`src/fm_timer_pkg.sv`:
```
// FM timer package with register addresses, control bits, widths and port state type.
`default_nettype none

package fm_timer_pkg;

	////////////////////////////////////////////////////////////////////////////
	// Register map
	////////////////////////////////////////////////////////////////////////////

	// Timer registers sit in the global part of the FM register map.
	localparam logic [7:0] ADDR_TA_HI = 8'h24; // Timer A value bits 9:2.
	localparam logic [7:0] ADDR_TA_LO = 8'h25; // Timer A value bits 1:0.
	localparam logic [7:0] ADDR_TB    = 8'h26; // Timer B value.
	localparam logic [7:0] ADDR_CTRL  = 8'h27; // Run, enable and clear bits.

	////////////////////////////////////////////////////////////////////////////
	// Control byte layout
	////////////////////////////////////////////////////////////////////////////

	localparam int CTRL_RUN_A = 0; // Timer A run where 0 to 1 loads and starts.
	localparam int CTRL_RUN_B = 1; // Timer B run.
	localparam int CTRL_IEN_A = 2; // Timer A interrupt enable.
	localparam int CTRL_IEN_B = 3; // Timer B interrupt enable.
	localparam int CTRL_CLR_A = 4; // Writing 1 clears flag A.
	localparam int CTRL_CLR_B = 5; // Writing 1 clears flag B.

	////////////////////////////////////////////////////////////////////////////
	// Counter sizes and prescaler
	////////////////////////////////////////////////////////////////////////////

	localparam int TA_W      = 10; // Timer A counter width.
	localparam int TB_W      = 8;  // Timer B counter width.
	localparam int TB_MULT_W = 4;  // Timer B runs 16 sub-steps per count.

	// Timer tick rate in normal mode.
	localparam int TICK_DIV  = 24;               // Clocks per timer tick.
	localparam int PRE_W     = $clog2(TICK_DIV); // Prescaler counter width.

	////////////////////////////////////////////////////////////////////////////
	// Types
	////////////////////////////////////////////////////////////////////////////

	// Write port handshake states.
	typedef enum logic [1:0] {
		IDLE     = 2'd0, // Waiting for req.
		ACK      = 2'd1, // Write done and ack held until req drops.
		WAIT_LOW = 2'd2  // ack low for one cycle before rearming.
	} port_state_t;

endpackage

`default_nettype wire
```
`src/fm_timer_top.sv`:
```
// FM timer block top level, joins the host write port to the timer pair.
`timescale 1ns/1ps
`default_nettype none

module fm_timer_top (
	input  wire        clk,
	input  wire        arst_n,
	input  wire        fast,
	input  wire        req,
	input  wire  [7:0] addr,
	input  wire  [7:0] wdata,
	output logic       ack,
	output logic       flag_a,
	output logic       flag_b,
	output logic       irq_n
);
	import fm_timer_pkg::*;

	logic [TA_W-1:0] val_a;   // Timer A reload value.
	logic [TB_W-1:0] val_b;   // Timer B reload value.
	logic            ien_a;   // Interrupt enables.
	logic            ien_b;
	logic            load_a;  // Start pulses.
	logic            load_b;
	logic            stop_a;  // Stop pulses.
	logic            stop_b;
	logic            clr_a;   // Flag clear pulses.
	logic            clr_b;

	fm_reg_port u_port (
		.clk    (clk),
		.arst_n (arst_n),
		.req    (req),
		.addr   (addr),
		.wdata  (wdata),
		.ack    (ack),
		.val_a  (val_a),
		.val_b  (val_b),
		.ien_a  (ien_a),
		.ien_b  (ien_b),
		.load_a (load_a),
		.load_b (load_b),
		.stop_a (stop_a),
		.stop_b (stop_b),
		.clr_a  (clr_a),
		.clr_b  (clr_b)
	);

	fm_timer_pair u_timers (
		.clk    (clk),
		.arst_n (arst_n),
		.fast   (fast),
		.val_a  (val_a),
		.val_b  (val_b),
		.load_a (load_a),
		.load_b (load_b),
		.stop_a (stop_a),
		.stop_b (stop_b),
		.clr_a  (clr_a),
		.clr_b  (clr_b),
		.ien_a  (ien_a),
		.ien_b  (ien_b),
		.flag_a (flag_a),
		.flag_b (flag_b),
		.irq_n  (irq_n)
	);

endmodule

`default_nettype wire

```
`src/fm_timer_pair.sv`:
```
// FM timer pair with tick prescaler, Timer A, Timer B and interrupt combining.
`timescale 1ns/1ps
`default_nettype none

module fm_timer_pair (
	input  wire                           clk,
	input  wire                           arst_n,
	input  wire                           fast,
	input  wire  [fm_timer_pkg::TA_W-1:0] val_a,
	input  wire  [fm_timer_pkg::TB_W-1:0] val_b,
	input  wire                           load_a,
	input  wire                           load_b,
	input  wire                           stop_a,
	input  wire                           stop_b,
	input  wire                           clr_a,
	input  wire                           clr_b,
	input  wire                           ien_a,
	input  wire                           ien_b,
	output logic                          flag_a,
	output logic                          flag_b,
	output logic                          irq_n
);
	import fm_timer_pkg::*;

	logic [PRE_W-1:0] pre_cnt;  // Clock divider for the timer tick.
	logic             pre_wrap; // Last clock of a tick period.
	logic             tick;     // Shared timer tick.

	////////////////////////////////////////////////////////////////////////////
	// Prescaler
	////////////////////////////////////////////////////////////////////////////

	assign pre_wrap = (pre_cnt == PRE_W'(TICK_DIV - 1));

	always_ff @(posedge clk or negedge arst_n) begin
		if (!arst_n) begin
			pre_cnt <= '0;
		end else if (pre_wrap) begin
			pre_cnt <= '0;
		end else begin
			pre_cnt <= pre_cnt + 1'b1;
		end
	end

	assign tick = fast | pre_wrap; // Test mode ticks on every clock.

	////////////////////////////////////////////////////////////////////////////
	// Timers
	////////////////////////////////////////////////////////////////////////////

	fm_timer #(.CNT_W(TA_W), .MULT_W(0)) timer_a (
		.clk         (clk),
		.arst_n      (arst_n),
		.tick        (tick),
		.start_value (val_a),
		.load        (load_a),
		.stop        (stop_a),
		.clr_flag    (clr_a),
		.flag        (flag_a)
	);

	fm_timer #(.CNT_W(TB_W), .MULT_W(TB_MULT_W)) timer_b (
		.clk         (clk),
		.arst_n      (arst_n),
		.tick        (tick),
		.start_value (val_b),
		.load        (load_b),
		.stop        (stop_b),
		.clr_flag    (clr_b),
		.flag        (flag_b)
	);

	// Active low, any enabled flag pulls it down.
	assign irq_n = ~((flag_a & ien_a) | (flag_b & ien_b));

endmodule

`default_nettype wire

```
`src/fm_timer.sv`:
```
// FM timer counter, counts up to overflow with optional multiplier and sticky flag.
`timescale 1ns/1ps
`default_nettype none

module fm_timer #(
	parameter int CNT_W  = 10, // Visible counter width.
	parameter int MULT_W = 0   // Sub-step bits below the counter, 0 for none.
) (
	input  wire              clk,
	input  wire              arst_n,
	input  wire              tick,
	input  wire  [CNT_W-1:0] start_value,
	input  wire              load,
	input  wire              stop,
	input  wire              clr_flag,
	output logic             flag
);

	logic                    run;  // Timer is counting.
	logic [CNT_W+MULT_W-1:0] cnt;  // Counter with multiplier in the low bits.
	logic [CNT_W+MULT_W-1:0] nxt;  // Counter plus one.
	logic [CNT_W+MULT_W-1:0] init; // Reload value, multiplier cleared.
	logic                    ovf;  // Carry out of the whole register.
	logic                    step; // Count on this edge.

	////////////////////////////////////////////////////////////////////////////
	// Next-count logic
	////////////////////////////////////////////////////////////////////////////

	// Start value goes in the top bits, multiplier starts from zero.
	assign init = (CNT_W+MULT_W)'(start_value) << MULT_W;

	// Multiplier carries into the counter, counter carry is the overflow.
	assign {ovf, nxt} = {1'b0, cnt} + 1'b1;

	assign step = run && tick;

	////////////////////////////////////////////////////////////////////////////
	// State
	////////////////////////////////////////////////////////////////////////////

	always_ff @(posedge clk or negedge arst_n) begin
		if (!arst_n) begin
			run <= 1'b0;
		end else if (load) begin
			run <= 1'b1; // Load also starts the timer.
		end else if (stop) begin
			run <= 1'b0;
		end
	end

	always_ff @(posedge clk or negedge arst_n) begin
		if (!arst_n) begin
			cnt <= '0;
		end else if (load) begin
			cnt <= init;
		end else if (step) begin
			cnt <= ovf ? init : nxt; // Reload and keep going on overflow.
		end
	end

	always_ff @(posedge clk or negedge arst_n) begin
		if (!arst_n) begin
			flag <= 1'b0;
		end else if (clr_flag) begin
			flag <= 1'b0; // Clear beats a same-cycle overflow.
		end else if (step && ovf) begin
			flag <= 1'b1;
		end
	end

	// A stopped timer holds its count until the next load.
	cnt_held_when_stopped: assert property (@(posedge clk) disable iff (!arst_n)
		(!run && !load) |=> $stable(cnt));

endmodule

`default_nettype wire

```
`src/fm_reg_port.sv`:
```
// FM timer write port that runs the four-phase handshake and decodes register writes.
`timescale 1ns/1ps
`default_nettype none

module fm_reg_port (
	input  wire                           clk,
	input  wire                           arst_n,
	input  wire                           req,
	input  wire  [7:0]                    addr,
	input  wire  [7:0]                    wdata,
	output logic                          ack,
	output logic [fm_timer_pkg::TA_W-1:0] val_a,
	output logic [fm_timer_pkg::TB_W-1:0] val_b,
	output logic                          ien_a,
	output logic                          ien_b,
	output logic                          load_a,
	output logic                          load_b,
	output logic                          stop_a,
	output logic                          stop_b,
	output logic                          clr_a,
	output logic                          clr_b
);
	import fm_timer_pkg::*;

	port_state_t state;     // Handshake state.
	logic        wr;        // Write accepted on this edge.
	logic        run_a_q;   // Run bits of the last control write.
	logic        run_b_q;
	logic        run_a_new; // Run bits of the current write.
	logic        run_b_new;

	assign wr        = (state == IDLE) && req;  // One write per handshake.
	assign run_a_new = wdata[CTRL_RUN_A];
	assign run_b_new = wdata[CTRL_RUN_B];

	////////////////////////////////////////////////////////////////////////////
	// Handshake
	////////////////////////////////////////////////////////////////////////////

	always_ff @(posedge clk or negedge arst_n) begin
		if (!arst_n) begin
			state <= IDLE;
			ack   <= 1'b0;
		end else begin
			case (state)
				IDLE: begin
					if (req) begin
						state <= ACK;  // Write lands on this edge.
						ack   <= 1'b1;
					end
				end
				ACK: begin
					if (!req) begin
						state <= WAIT_LOW; // Host released so ack drops.
						ack   <= 1'b0;
					end
				end
				WAIT_LOW: begin
					state <= IDLE; // A new req may already be up.
				end
				default: begin
					state <= IDLE;
					ack   <= 1'b0;
				end
			endcase
		end
	end

	////////////////////////////////////////////////////////////////////////////
	// Register decode
	////////////////////////////////////////////////////////////////////////////

	always_ff @(posedge clk or negedge arst_n) begin
		if (!arst_n) begin
			val_a   <= '0;
			val_b   <= '0;
			ien_a   <= 1'b0;
			ien_b   <= 1'b0;
			run_a_q <= 1'b0;
			run_b_q <= 1'b0;
			load_a  <= 1'b0;
			load_b  <= 1'b0;
			stop_a  <= 1'b0;
			stop_b  <= 1'b0;
			clr_a   <= 1'b0;
			clr_b   <= 1'b0;
		end else begin
			load_a <= 1'b0; // Pulses last one cycle.
			load_b <= 1'b0;
			stop_a <= 1'b0;
			stop_b <= 1'b0;
			clr_a  <= 1'b0;
			clr_b  <= 1'b0;
			if (wr) begin
				case (addr)
					ADDR_TA_HI: val_a[TA_W-1:2] <= wdata; // Upper eight bits.
					ADDR_TA_LO: val_a[1:0]      <= wdata[1:0];
					ADDR_TB:    val_b           <= wdata;
					ADDR_CTRL: begin
						ien_a   <= wdata[CTRL_IEN_A];
						ien_b   <= wdata[CTRL_IEN_B];
						load_a  <= run_a_new & ~run_a_q; // Start on rising run bit.
						load_b  <= run_b_new & ~run_b_q;
						stop_a  <= ~run_a_new & run_a_q; // Stop on falling run bit.
						stop_b  <= ~run_b_new & run_b_q;
						clr_a   <= wdata[CTRL_CLR_A];
						clr_b   <= wdata[CTRL_CLR_B];
						run_a_q <= run_a_new;
						run_b_q <= run_b_new;
					end
					default: ; // Other addresses belong to the FM core.
				endcase
			end
		end
	end

	// ack is only ever an answer to a request seen on the edge before.
	ack_needs_req: assert property (@(posedge clk) disable iff (!arst_n)
		$rose(ack) |-> $past(req));

endmodule

`default_nettype wire

```
`config.mk`:
```
export PLATFORM = sky130hd
export DESIGN_NAME = fm_timer_top
export DESIGN_NICKNAME = d
export VERILOG_FILES = /design/src/fm_timer_pkg.sv /design/src/fm_timer_top.sv /design/src/fm_timer_pair.sv /design/src/fm_timer.sv /design/src/fm_reg_port.sv
export SDC_FILE = /design/constraint.sdc
export NUM_CORES = 1
export LEC_CHECK = 0
export BUFFER_PORTS_ARGS = -buffer_cell sky130_fd_sc_hd__buf_2
export CORE_AREA = 2 2 103 105
export CTS_BUF_LIST = sky130_fd_sc_hd__clkbuf_8
export CTS_CLUSTER_DIAMETER = 120
export CTS_CLUSTER_SIZE = 40
export DETAILED_ROUTE_END_ITERATION = 12
export DIE_AREA = 0 0 105 107
export GPL_TIMING_DRIVEN = 1
export SYNTH_ARGS = -nofsm -noshare
export SYNTH_HDL_FRONTEND = slang
export SYNTH_SLANG_ARGS = --single-unit
```
`constraint.sdc`:
```
create_clock -name clk -period 2.6 [get_ports clk]
set_input_delay 0.39 -clock clk [delete_from_list [all_inputs] [get_ports clk]]
set_output_delay 0.39 -clock clk [all_outputs]
set_load 0.1 [all_outputs]
```
**Word-level counts from Yosys, hierarchy flattened**

Cells that the tools add are included.

- Output and inout port bits: 4
- Input bits: 20
- Word-level logic and storage cells: 99
- Flip-flop bits (word level): 62

- Multiplexer cells: 33
- Add/sub/neg operators: 3
- Bitwise logic cells: 14
- Equal/unequal tests: 9
- Reductions and logical operators: 18

Operators by type and width:

| kind | number |
|---|---|
| $mux 12 | 3 |
| $eq 8x6->1 const B | 4 |
| $mux 10 | 3 |
| $mux 1 | 22 |
| $add 12x1->13 const B | 1 |
| $reduce_bool 2->1 | 6 |
| $add 10x1->11 const B | 1 |
| $reduce_and 2->1 | 5 |
| $and 1x1->1 | 6 |
| $not 1->1 | 6 |
| $add 5x1->5 const B | 1 |
| $eq 5x5->1 const B | 1 |
| $logic_and 1x1->1 | 5 |
| $mux 5 | 1 |
| $mux 2 | 2 |
| $ne 2x2->1 const B | 2 |
| $pmux 2 s2 | 1 |
| $pmux 1 s3 | 1 |
| $reduce_and 3->1 | 1 |
| $eq 2x1->1 const B | 1 |
| $eq 2x2->1 const B | 1 |
| $logic_not 2->1 | 1 |
| $or 1x1->1 | 2 |

**Logic depth before layout (Yosys ltp)**

- Depth in word-level cells: 6
- Depth in mapped cells: 7
- Depth with buffers taken out: 5

**By module**

A second synthesis with hierarchy kept.

- Cells, all modules: 257
- Area, all modules: 3,054.2 sq um

Modules (own cells, without submodules):

| module | cells an instance | times used | sequential area each (sq um) | area each (sq um) |
|---|---|---|---|---|
| fm_reg_port | 76 | 1 | 775.7 | 1,208.7 |
| fm_timer at u_timers.timer_b | 90 | 1 | 350.3 | 879.6 |
| fm_timer at u_timers.timer_a | 74 | 1 | 300.3 | 734.5 |
| fm_timer_pair | 17 | 1 | 125.1 | 231.5 |

**Worst setup path before layout**

Ideal clock, no wire load.

- Kind: reg-to-output
- Start: register u_timers.timer_a.flag
- End: output port irq_n
- Stages on the path, launching flop included: 2
- Buffers on the path: 0
- Setup slack: -207 ps
- Data arrival time: 2,417 ps
- Data required time: 2,210 ps
- Cells stage by stage: dfrtp_1 > a22oi_1

- Word-level cells in the longest chain between the ends: 3

RTL lines:

| item | RTL line | RTL |
|---|---|---|
| start, declared | fm_timer.sv:16 | `output logic flag` |
| start signal, assigned | fm_timer.sv:64 | `flag <= 1'b0;` |
| start signal, assigned | fm_timer.sv:66 | `flag <= 1'b0;` |
| start signal, assigned | fm_timer.sv:68 | `flag <= 1'b1;` |
| $and 1x1->1 | fm_timer_pair.sv:74 | `assign irq_n = ~((flag_a & ien_a) \| (flag_b & ien_b));` |
| $or 1x1->1 | fm_timer_pair.sv:74 |  |
| $not 1->1 | fm_timer_pair.sv:74 |  |
| end, declared | fm_timer_top.sv:15 | `output logic irq_n` |

Every way passes these cells.

**Worst setup path in the final report**

- Start: register u_timers.pre_cnt[0]
- End: register u_timers.timer_b.cnt[11]

- Word-level cells in the longest chain between the ends: 4

RTL lines:

| item | RTL line | RTL |
|---|---|---|
| start, declared | fm_timer_pair.sv:25 | `logic [PRE_W-1:0] pre_cnt;` |
| start signal, assigned | fm_timer_pair.sv:41 | `pre_cnt <= pre_cnt + 1'b1;` |
| $eq 5x5->1 | fm_timer_pair.sv:33 | `assign pre_wrap = (pre_cnt == PRE_W'(TICK_DIV - 1));` |
| $or 1x1->1 | fm_timer_pair.sv:45 | `assign tick = fast \| pre_wrap;` |
| $logic_and 1x1->1 | fm_timer.sv:36 | `assign step = run && tick;` |
| $reduce_bool 2->1 (no line) | -- |  |
| end signal, assigned | fm_timer.sv:56 | `cnt <= init;` |
| end signal, assigned | fm_timer.sv:58 | `cnt <= ovf ? init : nxt;` |
| end, declared | fm_timer.sv:20 | `logic [CNT_W+MULT_W-1:0] cnt;` |

Every way passes these cells.
A chain may end at the register's enable or synchronous reset.

==> impl_metrics.ini <==
[cts]
cts-resized-gates = 0
ctsHoldBuffers = 0
htreeDepth = 3
cts-root-buf = clkbuf_8
cts_tree = yes
cts_sinks = 62
path_clk_slew_ns = 0.07
clk_latency_ns = 0.33
clk_path_buf_depth = 2
cts_buffers = 9
cts_setup_buffers = 0

[logic_synthesis]
synth_flop_cell = dfrtp_1
synth_top_area_cell = dfrtp_1
netlist.area_leader.share = 0.5210
netlist_instances = 261
synth_area_mm2 = 0.002978
synthTopCellsByArea = dfrtp_1 (52%), mux2_2 (9.5%), nand3_1 (2.2%), o21ai_0 (2.2%), nor2_1 (2.0%)
yosysWarnings = 0
synth-edff-count = 0
synth-seq-cells = 62
syn_nets = 284
synth-async-reset-ratio = 1.000
yosysUniqueCellTypes = 57
synth_area_per_cell_um2 = 11.41
ys_seq_area_frac = 0.5210

[finish]
synthToLayoutAreaGrowth_pct = 14.83
layout_common_cells = dfrtp_1 (62), mux2_2 (25), buf_2 (23)
final_net_count = 313
fin_util = 0.3388
drive_gt1_frac = 0.2560
diodes = 0
layout_commonest_cell = dfrtp_1
final_area_mm2 = 0.003420

[placed_design]
postPlaceCellArea_mm2 = 0.003246
portBuffers = 23
hpwlAfterDp_um = 4644
place.gp.congestion = 0.8910

[critical_path]
crit_arrival_ns = 2.27
critical_path_class = register to register
r2r_start = u_timers.pre_cnt[0]$_DFF_PN0_
startpoint = u_timers.pre_cnt[0]$_DFF_PN0_
reg2reg_depth = 5
crit_path_end_kind = register
cp_max_fo = 10
worstSetupStartpointType = register
worstPathRequired_ns = 2.82

[sta]
rsz0062_at_grt = false
layout_min_cycle_time_ns = 2.054
finalCritPeriodShare = 0.7901
slew_headroom = 0.5326
whs_ns = 0.09503
max_freq_mhz = 486.8
setup-violations-final = 0
setup_tns_ns = 0
worst_slew_pin_slew_ns = 0.6938
clock_skew_ns = 0.008012
drv_slew = 0
hold_viol_final = 0

[floorplanning]
io_pins = 24
dieHeight_um = 107
core_mm2 = 0.01009
die_area_mm2 = 0.01124
floorplan.rows = 37
die_w_um = 105
start_util = 0.2951

[route]
route.met2.wl_um = 2901
vias = 2224
route.top_layer_used = met4
drt-initial-drc-count = 111
drc = 0
wl_um = 6430
avgViaCountPerCell = 5.184
wl_met1_um = 3112
met3_length_um = 368
postRouteAntennaNets = 0
wl_per_cell_um = 14.99
drtPass1Iterations = 4

[worst_hold_path]
hp-class = input pin to async pin

[power_and_ir_drop]
peakVddDrop_v = 0.0003014
p_leak_nw = 1.489
power_density_mw_per_mm2 = 574.2

[outcome]
status = completed

[global_routing]
grt_max_degree = 37
grt_usage = 0.1256
antenna_found_initial = 0
grt_pass1_vias = 2207
grt_overflow = 0
grt_first_pass_wirelength_um = 11170

[run]
cap_violations = 0
[where the power goes]
group	switching (W)	internal, W	leakage [nW]
logic	0.000110	0.0000637	0.587
clock network	0.000341	0.000408	0.0955
registers	0.0000400	0.00100	0.807
[layout make-up]
type	count	area (µm²)
Timing Repair Buffer	26	150.1
Inverter	10	37.54
Tap cell	136	170.2
Fill cell	1065	6673
Clock buffer	12	165.2
Clock inverter	2	8.758
Sequential cell	62	1551
Multi-Input combinational cell	181	1336
[cells in the mapped netlist, types with 2 or more instances]
| cell type | n |
|---|---|
| xnor2_1 | 3 |
| buf_6 | 3 |
| inv_1 | 10 |
| o22a_1 | 2 |
| mux2_2 | 25 |
| a221o_1 | 3 |
| a221o_2 | 2 |
| a2111oi_0 | 5 |
| o31ai_1 | 3 |
| o21ai_0 | 13 |
| and4_1 | 2 |
| o211ai_1 | 5 |
| nor2_1 | 16 |
| xor2_1 | 3 |
| and3_1 | 3 |
| nand4_1 | 6 |
| a21oi_1 | 11 |
| a21o_1 | 3 |
| nand2_1 | 14 |
| or4_1 | 6 |
| buf_2 | 3 |
| ha_1 | 3 |
| dfrtp_1 | 62 |
| and3_2 | 2 |
| nor3b_1 | 7 |
| or3_1 | 3 |
| nand3_1 | 13 |
[layer usage]
| metal | GRT usage | vias up |
|---|---|---|
| met5 | 0 | - |
| met1 | 0.1731 | 1109 |
| met2 | 0.1897 | 55 |
| li1 | - | 1055 |
| met3 | 0.04012 | 5 |
| met4 | 0.03524 | 0 |
[through the flow]
stage / setup slack (ns) / std cells / total power [W]
global placement: 0.5868 / 415 / 0.001225
floorplan: 0.3790 / 261 / 0.001156
finish: 0.5458 / 429 / 0.001964
detailed placement: 0.5473 / 415 / 0.001232
CTS: 0.5435 / 429 / 0.001988
global route: 0.3421 / 429 / 0.002054
[state kept, by name (all words and copies together) (netlist names), 2 cells and up]
signal                cells
u_port.state              2
u_port.val_b              8
u_timers.pre_cnt          5
u_timers.timer_a.cnt     10
u_port.val_a             10
u_timers.timer_b.cnt     12
[worst paths after layout]
check | end | slack [ns]
worst max-delay path | u_timers.timer_b.cnt[11]$_DFFE_PN0P_ | 0.55
worst min-delay path | u_port.clr_a$_DFF_PN0_ | 0.1
worst max register to register | u_timers.timer_b.cnt[11]$_DFFE_PN0P_ | 0.55
worst min register to register | u_timers.timer_b.flag$_DFFE_PN0P_ | 0.40
max in group asynchronous | u_port.val_a[0]$_DFFE_PN0P_ | 1.88
min in group clk | u_port.state[1]$_DFFE_PN0P_ | 0.21
[critical path: stages, from the launching register on]
cell and delay, ns:
dfrtp_1 0.40, ha_1 0.26, and4b_1 0.30, o21a_4 0.25, a21o_1 0.31, a221o_2 0.43
[cells by family (layout without fill, tap and decap cells)]
logic type | count (synthesis) | in the layout | synth area share
simple gates | 85 | 85 | 0.1685
flops | 62 | 62 | 0.5210
compound gates | 61 | 61 | 0.1504
mux | 26 | 26 | 0.09790
buf+inv | 18 | 50 | 0.03193
xor+xnor | 6 | 6 | 0.01765
fa+ha+maj | 3 | 3 | 0.01261
Note: power is estimated with default switching activity, not from simulation.
